### config.mk
export PLATFORM = sky130hd
export DESIGN_NAME = ls_load_streamer
export DESIGN_NICKNAME = d
export VERILOG_FILES = /design/src/rtl/ls_pkg.sv /design/src/rtl/ls_addr_gen.sv /design/src/rtl/ls_load_fifo.sv /design/src/rtl/ls_castin.sv /design/src/rtl/ls_load_streamer.sv
export VERILOG_INCLUDE_DIRS = /design/src /design/src/rtl
export SDC_FILE = /design/constraint.sdc
export NUM_CORES = 1
export LEC_CHECK = 0
export BUFFER_PORTS_ARGS = -buffer_cell sky130_fd_sc_hd__buf_2
export CELL_PAD_IN_SITES_DETAIL_PLACEMENT = 1
export CELL_PAD_IN_SITES_GLOBAL_PLACEMENT = 1
export CORE_MARGIN = 1.5
export CORE_UTILIZATION = 41
export DETAILED_ROUTE_END_ITERATION = 8
export PLACE_DENSITY = 0.8
export SLEW_MARGIN = 20
export SYNTH_ARGS = -nofsm -noshare
export SYNTH_HDL_FRONTEND = slang
export SYNTH_SLANG_ARGS = --single-unit
### constraint.sdc
create_clock -name clk_i -period 2.4 [get_ports clk_i]
set_input_delay 0.12 -clock clk_i [delete_from_list [all_inputs] [get_ports clk_i]]
set_output_delay 0.12 -clock clk_i [all_outputs]
set_load 0.05 [all_outputs]
### src/rtl/ls_macros.svh
// ==============================
// Width and depth constants for the load streamer
// Included by the package and by every RTL module
// ==============================

`ifndef LS_MACROS_SVH
`define LS_MACROS_SVH

// Byte address and memory word widths
`define LS_ADDR_W 32
`define LS_DATA_W 32

// Output lane width and word counter width
`define LS_LANE_W 16
`define LS_LEN_W 16

// Load FIFO depth, enough for a consumer that needs two beats per word
`define LS_FIFO_DEPTH 4

// Occupancy counter width, holds 0 up to LS_FIFO_DEPTH
`define LS_CNT_W ($clog2(`LS_FIFO_DEPTH) + 1)

`endif

### src/rtl/ls_pkg.sv
// ==============================
// Types shared by the load streamer RTL and its testbench
// ==============================

`default_nettype none

`include "ls_macros.svh"

package ls_pkg;

  // Input format of the words in memory
  typedef enum logic {
    FMT_INT16 = 1'b0,
    FMT_INT8  = 1'b1
  } ls_fmt_e;

  // Job description, held stable from start until done
  typedef struct packed {
    logic [`LS_ADDR_W-1:0] base_addr;
    logic [`LS_ADDR_W-1:0] stride;
    logic [`LS_LEN_W-1:0]  len;
    ls_fmt_e               fmt;
  } ls_ctrl_t;

  typedef struct packed {
    logic busy;
    logic done;
  } ls_flags_t;

  // Memory port, request side and response side
  typedef struct packed {
    logic                  req;
    logic [`LS_ADDR_W-1:0] addr;
  } ls_mem_req_t;

  typedef struct packed {
    logic                  r_valid;
    logic [`LS_DATA_W-1:0] r_data;
  } ls_mem_rsp_t;

  // One memory word seen as two 16-bit halves or four bytes
  typedef union packed {
    logic [1:0][`LS_LANE_W-1:0] halves;
    logic [3:0][7:0]            bytes;
  } ls_word_u;

  // Stream beat, lane0 sits in the low bits
  typedef struct packed {
    logic signed [`LS_LANE_W-1:0] lane1;
    logic signed [`LS_LANE_W-1:0] lane0;
  } ls_beat_t;

endpackage

`default_nettype wire

### src/rtl/ls_addr_gen.sv
// ==============================
// Strided read producer for the load FIFO
// Issues one request per word while the FIFO has credit
// ==============================

`timescale 1ns/1ps
`default_nettype none

`include "ls_macros.svh"

module ls_addr_gen (
  input  logic                 clk_i,
  input  logic                 rst_n_i,
  input  logic                 clear_i,
  input  logic                 start_i,
  input  ls_pkg::ls_ctrl_t     ctrl_i,
  input  logic [`LS_CNT_W-1:0] fifo_count_i,
  output ls_pkg::ls_mem_req_t  mem_req_o,
  input  logic                 mem_gnt_i,
  input  logic                 rsp_valid_i,
  input  logic                 done_i,
  output logic                 busy_o
);

  logic [`LS_ADDR_W-1:0] addr_q;
  logic [`LS_LEN_W-1:0]  to_issue_q;
  logic [`LS_CNT_W-1:0]  inflight_q;
  logic [`LS_CNT_W:0]    used;
  logic                  busy_q;
  logic                  credit_ok;
  logic                  req;
  logic                  grant;

  // Words already stored plus words still on their way back
  assign used      = {1'b0, fifo_count_i} + {1'b0, inflight_q};
  assign credit_ok = (used < `LS_FIFO_DEPTH);

  // Credit never shrinks while req waits, so addr is held until gnt
  assign req   = busy_q && (to_issue_q != '0) && credit_ok;
  assign grant = req && mem_gnt_i;

  assign mem_req_o.req  = req;
  assign mem_req_o.addr = addr_q;
  assign busy_o         = busy_q;

  always_ff @(posedge clk_i or negedge rst_n_i) begin
    if (!rst_n_i) begin
      busy_q     <= 1'b0;
      to_issue_q <= '0;
      inflight_q <= '0;
    end else if (clear_i) begin
      busy_q     <= 1'b0;
      to_issue_q <= '0;
      inflight_q <= '0;
    end else begin
      if (start_i) begin
        busy_q     <= 1'b1;
        to_issue_q <= ctrl_i.len;
      end else begin
        // Busy lasts until the consumer has sent its last beat
        if (done_i) begin
          busy_q <= 1'b0;
        end
        if (grant) begin
          to_issue_q <= to_issue_q - 1'b1;
        end
      end

      // Responses come back exactly one cycle after each grant
      case ({grant, rsp_valid_i})
        2'b10:   inflight_q <= inflight_q + 1'b1;
        2'b01:   inflight_q <= inflight_q - 1'b1;
        default: inflight_q <= inflight_q;
      endcase
    end
  end

  // Next word address
  always_ff @(posedge clk_i) begin
    if (start_i) begin
      addr_q <= ctrl_i.base_addr;
    end else if (grant) begin
      addr_q <= addr_q + ctrl_i.stride;
    end
  end

endmodule

`default_nettype wire

### src/rtl/ls_load_fifo.sv
// ==============================
// Circular buffer for read responses
// Written on r_valid, popped by the cast stage
// ==============================

`timescale 1ns/1ps
`default_nettype none

`include "ls_macros.svh"

module ls_load_fifo (
  input  logic                  clk_i,
  input  logic                  rst_n_i,
  input  logic                  clear_i,
  input  logic                  push_i,
  input  logic [`LS_DATA_W-1:0] push_data_i,
  input  logic                  pop_i,
  output ls_pkg::ls_word_u      data_o,
  output logic                  empty_o,
  output logic [`LS_CNT_W-1:0]  count_o
);

  import ls_pkg::*;

  localparam int unsigned PTR_W = $clog2(`LS_FIFO_DEPTH);

  ls_word_u             mem_q [`LS_FIFO_DEPTH];
  logic [PTR_W-1:0]     wr_ptr_q;
  logic [PTR_W-1:0]     rd_ptr_q;
  logic [`LS_CNT_W-1:0] count_q;

  // Wraps at the last entry, so any depth works
  function automatic logic [PTR_W-1:0] next_ptr(input logic [PTR_W-1:0] ptr);
    return (ptr == PTR_W'(`LS_FIFO_DEPTH - 1)) ? '0 : ptr + 1'b1;
  endfunction

  // Head is read straight from storage
  assign data_o  = mem_q[rd_ptr_q];
  assign empty_o = (count_q == '0);
  assign count_o = count_q;

  always_ff @(posedge clk_i or negedge rst_n_i) begin
    if (!rst_n_i) begin
      wr_ptr_q <= '0;
      rd_ptr_q <= '0;
      count_q  <= '0;
    end else if (clear_i) begin
      wr_ptr_q <= '0;
      rd_ptr_q <= '0;
      count_q  <= '0;
    end else begin
      if (push_i) begin
        wr_ptr_q <= next_ptr(wr_ptr_q);
      end
      if (pop_i) begin
        rd_ptr_q <= next_ptr(rd_ptr_q);
      end
      case ({push_i, pop_i})
        2'b10:   count_q <= count_q + 1'b1;
        2'b01:   count_q <= count_q - 1'b1;
        default: count_q <= count_q;
      endcase
    end
  end

  always_ff @(posedge clk_i) begin
    if (push_i) begin
      mem_q[wr_ptr_q] <= push_data_i;
    end
  end

endmodule

`default_nettype wire

### src/rtl/ls_castin.sv
// ==============================
// Cast stage from FIFO words to two-lane stream beats
// INT16 gives one beat per word, INT8 gives two
// ==============================

`timescale 1ns/1ps
`default_nettype none

`include "ls_macros.svh"

module ls_castin (
  input  logic             clk_i,
  input  logic             rst_n_i,
  input  logic             clear_i,
  input  logic             start_i,
  input  ls_pkg::ls_ctrl_t ctrl_i,
  input  ls_pkg::ls_word_u word_i,
  input  logic             empty_i,
  output logic             pop_o,
  output ls_pkg::ls_beat_t stream_o,
  output logic             stream_valid_o,
  input  logic             stream_ready_i,
  output logic             done_o
);

  import ls_pkg::*;

  logic [`LS_LEN_W-1:0] words_left_q;
  logic                 beat_sel_q;
  logic                 done_q;
  logic                 last_beat;
  logic                 xfer;
  logic [7:0]           byte_lo;
  logic [7:0]           byte_hi;
  ls_beat_t             beat;

  // Byte pair 0/1 first, then 2/3
  assign byte_lo = word_i.bytes[{beat_sel_q, 1'b0}];
  assign byte_hi = word_i.bytes[{beat_sel_q, 1'b1}];

  always_comb begin
    if (ctrl_i.fmt == FMT_INT16) begin
      beat.lane0 = word_i.halves[0];
      beat.lane1 = word_i.halves[1];
    end else begin
      beat.lane0 = {{(`LS_LANE_W - 8){byte_lo[7]}}, byte_lo};
      beat.lane1 = {{(`LS_LANE_W - 8){byte_hi[7]}}, byte_hi};
    end
  end

  assign stream_o       = beat;
  assign stream_valid_o = !empty_i && (words_left_q != '0);
  assign xfer           = stream_valid_o && stream_ready_i;

  // The head word leaves the FIFO with its final beat
  assign last_beat = (ctrl_i.fmt == FMT_INT16) || beat_sel_q;
  assign pop_o     = xfer && last_beat;
  assign done_o    = done_q;

  always_ff @(posedge clk_i or negedge rst_n_i) begin
    if (!rst_n_i) begin
      words_left_q <= '0;
      beat_sel_q   <= 1'b0;
      done_q       <= 1'b0;
    end else if (clear_i) begin
      words_left_q <= '0;
      beat_sel_q   <= 1'b0;
      done_q       <= 1'b0;
    end else begin
      done_q <= pop_o && (words_left_q == `LS_LEN_W'(1));
      if (start_i) begin
        words_left_q <= ctrl_i.len;
        beat_sel_q   <= 1'b0;
      end else if (xfer) begin
        // Stays at zero in INT16, toggles in INT8
        beat_sel_q <= !last_beat;
        if (last_beat) begin
          words_left_q <= words_left_q - 1'b1;
        end
      end
    end
  end

endmodule

`default_nettype wire

### src/rtl/ls_load_streamer.sv
// ==============================
// Load streamer top level
// Address producer, load FIFO and cast stage in a row
// ==============================

`timescale 1ns/1ps
`default_nettype none

`include "ls_macros.svh"

module ls_load_streamer (
  input  logic                clk_i,
  input  logic                rst_n_i,
  input  logic                clear_i,
  input  logic                start_i,
  input  ls_pkg::ls_ctrl_t    ctrl_i,
  output ls_pkg::ls_mem_req_t mem_req_o,
  input  logic                mem_gnt_i,
  input  ls_pkg::ls_mem_rsp_t mem_rsp_i,
  output ls_pkg::ls_beat_t    stream_o,
  output logic                stream_valid_o,
  input  logic                stream_ready_i,
  output ls_pkg::ls_flags_t   flags_o
);

  import ls_pkg::*;

  ls_word_u             fifo_word;
  logic                 fifo_empty;
  logic [`LS_CNT_W-1:0] fifo_count;
  logic                 fifo_pop;
  logic                 busy;
  logic                 done;

  assign flags_o.busy = busy;
  assign flags_o.done = done;

  ls_addr_gen i_addr_gen (
    .clk_i        ( clk_i             ),
    .rst_n_i      ( rst_n_i           ),
    .clear_i      ( clear_i           ),
    .start_i      ( start_i           ),
    .ctrl_i       ( ctrl_i            ),
    .fifo_count_i ( fifo_count        ),
    .mem_req_o    ( mem_req_o         ),
    .mem_gnt_i    ( mem_gnt_i         ),
    .rsp_valid_i  ( mem_rsp_i.r_valid ),
    .done_i       ( done              ),
    .busy_o       ( busy              )
  );

  // Responses go straight into the FIFO
  ls_load_fifo i_load_fifo (
    .clk_i       ( clk_i             ),
    .rst_n_i     ( rst_n_i           ),
    .clear_i     ( clear_i           ),
    .push_i      ( mem_rsp_i.r_valid ),
    .push_data_i ( mem_rsp_i.r_data  ),
    .pop_i       ( fifo_pop          ),
    .data_o      ( fifo_word         ),
    .empty_o     ( fifo_empty        ),
    .count_o     ( fifo_count        )
  );

  ls_castin i_castin (
    .clk_i          ( clk_i          ),
    .rst_n_i        ( rst_n_i        ),
    .clear_i        ( clear_i        ),
    .start_i        ( start_i        ),
    .ctrl_i         ( ctrl_i         ),
    .word_i         ( fifo_word      ),
    .empty_i        ( fifo_empty     ),
    .pop_o          ( fifo_pop       ),
    .stream_o       ( stream_o       ),
    .stream_valid_o ( stream_valid_o ),
    .stream_ready_i ( stream_ready_i ),
    .done_o         ( done           )
  );

endmodule

`default_nettype wire

==> metrics.yaml <==
min_path:
  hold_class: "input pin to flip-flop"
  worstHoldStart: "ctrl_i[7]"
setup_path:
  r2r-start: "i_addr_gen.addr_q[0]$_DFFE_PP_"
  criticalPathCategory: "flip-flop to output port"
  critical_path.startpoint: "i_load_fifo.rd_ptr_q[0]$_DFFE_PN0P_"
  crit_path_max_fanout: 8
  critPathCaptureType: "output port"
  required_ns: 2.28
  crit_arrival_ns: 2.47
  cp-start-kind: "flip-flop"
sta:
  worst_hold_slack_ns: 0.0109
  rsz0062_at_grt: "true"
  finalCritPeriodShare: 1.08
  fin_ws_ns: -0.190
  relSlewSlack: 0.565
  period_needed_ns: 2.59
  worstMarginPinSlew_ns: 0.650
  maxSlewViolCount: 0
  finClkSkew_ns: 0.0247
  fmax_mhz: 386
  setup_viol: 38
  finalHoldViolCount: 0
clock_tree:
  clkSinkCount: 205
  tritoncts: "built"
  cts_root_buf: "clkbuf_16"
  clk_pin_slew_worst_paths_ns: 0.06
  clock_latency_ns: 0.53
  cts_buffers: 24
  cts_max_level: 1
  cts_buffer_depth: 3
routing:
  vias_per_cell: 5.60
  totalWireLength_mm: 35.8
  wl_per_cell_um: 22.7
  ant_nets: 0
  firstDrtPassIters: 9
  drt-initial-drc-count: 554
  drc: 13
  vias: 8807
synth:
  ys_top_cells_by_area: "edfxtp_1, dfrtp_1, mux4_2"
  seq_area_frac_synth: 0.539
  synthArstFlopShare: 0.220
  yosys_most_used_dff: "edfxtp_1"
  syn-num-nets: 1054
  avgSynthCellArea_um2: 12.4
  syn_inst: 889
  synth_area_leader_cell: "edfxtp_1"
  synth_edf_count: 160
  synth.distinct_cells: 82
  synth_seq_cells: 205
  synth.top_cell.area_share: 0.437
  yosysWarningCount: 0
  netlist_area_um2: 11000
layout:
  areaGrowthSynthToFinish_pct: 39.0
  final_cell_area_um2: 15300
  final_util: 0.583
  nets: 1381
  drive_above_1_share: 0.377
  nFillCells: 2696
outcome:
  failed_checks: "DRC, setup timing"
  status: "complete, but fails checks"
power_and_ir_drop:
  p_leak_uw: 0.00596
  powerDensity_nw_per_um2: 769
  max-vdd-ir-drop_v: 0.000454
global_routing:
  grt_max_degree: 76
  grt_pass1_wl_mm: 54.5
  grt_util_all_layers: 0.251
  grt_pass1_vias: 9608
  grt-ovfl-total: 0
  antenna_found_initial: 6
die:
  die-height_um: 167
  die-area_um2: 27800
  ios: 188
  core_um2: 26200
  die_w_um: 167
  start_util: 0.420
  core.rowCount: 59
run:
  drv_cap: 0
placement:
  io_buffers: 187
  place_area_um2: 12800
  dpl.hpwl_mm: 22.0
  place_ws_ns: -0.197
  place.gp.congestion: 0.845
cells by family after synthesis:
logic type	share of synthesized area
muxes	0.0867
and+or+nand+nor	0.110
buffers and inverters	0.0324
DFF	0.539
xor gates and xnor gates	0.0420
AOI/OAI and AO/OA	0.136
adders and majority gates	0.0533
cell type report:
| class | instances | area [um2] | share of cell area |
|---|---|---|---|
| diodes | 6 | 15.0 | 0.000982 |
| clock inverters | 10 | 85.1 | 0.00557 |
| clock buffers | 33 | 634 | 0.0415 |
| flip-flops and latches | 205 | 5940 | 0.388 |
| inverters | 41 | 156 | 0.0102 |
| well taps | 335 | 419 | 0.0274 |
| multi-input cells | 598 | 5390 | 0.352 |
| repair buffers | 346 | 2660 | 0.174 |
cells in the mapped netlist, drive strengths merged (4+ instances only):
library cell  number
buf               16
nand4              5
o21a               7
clkbuf            29
a21oi             59
a311oi             4
nand2b             6
mux2i             12
o211ai            11
nor2b              4
nor3b              6
nor2              49
edfxtp           160
and4               6
o311ai             4
nor3              17
a21boi            20
and3               8
a21o               8
mux2              10
mux4              32
xnor2             25
and2               9
o31ai              5
nand3             20
nor4b              5
dfrtp             45
xor2              26
o21ai             61
nor4              12
nand2             70
a211oi            14
ha                42
inv               41
state kept, by name, indices dropped and copies added (netlist names), 2 cells and up:
signal                 flops
i_addr_gen.to_issue_q     16
i_castin.words_left_q     16
i_load_fifo.mem_q        128
i_addr_gen.addr_q         32
i_load_fifo.rd_ptr_q       2
i_load_fifo.wr_ptr_q       2
i_load_fifo.count_o        3
i_addr_gen.inflight_q      3
worst max-delay path, stage by stage, from the launching register on:
cell and delay [ns]:
dfrtp_4 0.47, buf_6 0.15, mux4_2 0.56, mux2_4 0.34
nand2_8 0.17, o21ai_4 0.09, buf_6 0.18
layer usage:
layer,share of wire,routed length (um),global-route usage
met3,0.038,1360,0.0295
met1,0.41,14700,0.307
met2,0.51,18100,0.444
met5,0,0,0
met4,0.044,1560,0.122
cells in the final DEF (no fill, tap or decap), types with 12 or more instances in the layout:
master and count:
edfxtp_1 160, xor2_1 25, nor3_1 12, dfrtp_1 43, nand2_1 64, a21oi_1 52, buf_2 156, xnor2_1 20
o21ai_0 31, ha_1 22, clkbuf_16 24, nand3_1 19, buf_4 72, nor2_1 47, dlygate4sd3_1 74, buf_6 32
a211oi_1 13, a21boi_0 17, inv_1 39, ha_4 17, mux4_2 32, o21ai_2 14
final timing paths:
kind | endpoint | depth (start not counted) | slack (ns)
worst min-delay path | i_addr_gen.to_issue_q[6]$_DFFE_PN0P_ | 4 | 0.01
worst max register to register | i_addr_gen.addr_q[8]$_DFFE_PP_ | 10 | -0.11
min in group asynchronous | i_addr_gen.busy_o$_DFFE_PN0P_ | 2 | 0.14
worst max-delay path | stream_o[15] | 6 | -0.19
max in group asynchronous | i_addr_gen.to_issue_q[6]$_DFFE_PN0P_ | 3 | 1.58
worst min register to register | i_addr_gen.busy_o$_DFFE_PN0P_ | 2 | 0.52
metrics by stage:
| stage | cells | setup TNS [ns] | power [uW] |
|---|---|---|---|
| 4_1_cts | 1562 | -1.82 | 11500 |
| 2_1_floorplan | 889 | -2.07 | 6610 |
| 5_1_grt | 1574 | -7.02 | 12200 |
| 3_3_place_gp | 1431 | -0.681 | 7540 |
| 3_5_place_dp | 1431 | -1.76 | 7650 |
| 6_report | 1574 | -3.91 | 11700 |
repair_timing:
action	4_1_cts	5_1_grt
pin swaps	31	21
endpoints found under the hold margin	205	0
hold buffers	74	0
gates cloned	2	0
endpoints found under the setup margin	48	79
setup buffers	12	7
gates resized for setup	144	72
power by group:
group	switching, uW	internal (uW)
sequential	187	4150
combinational	2330	1630
clock	1500	1960
No activity file was read; power rests on OpenSTA's default activity.
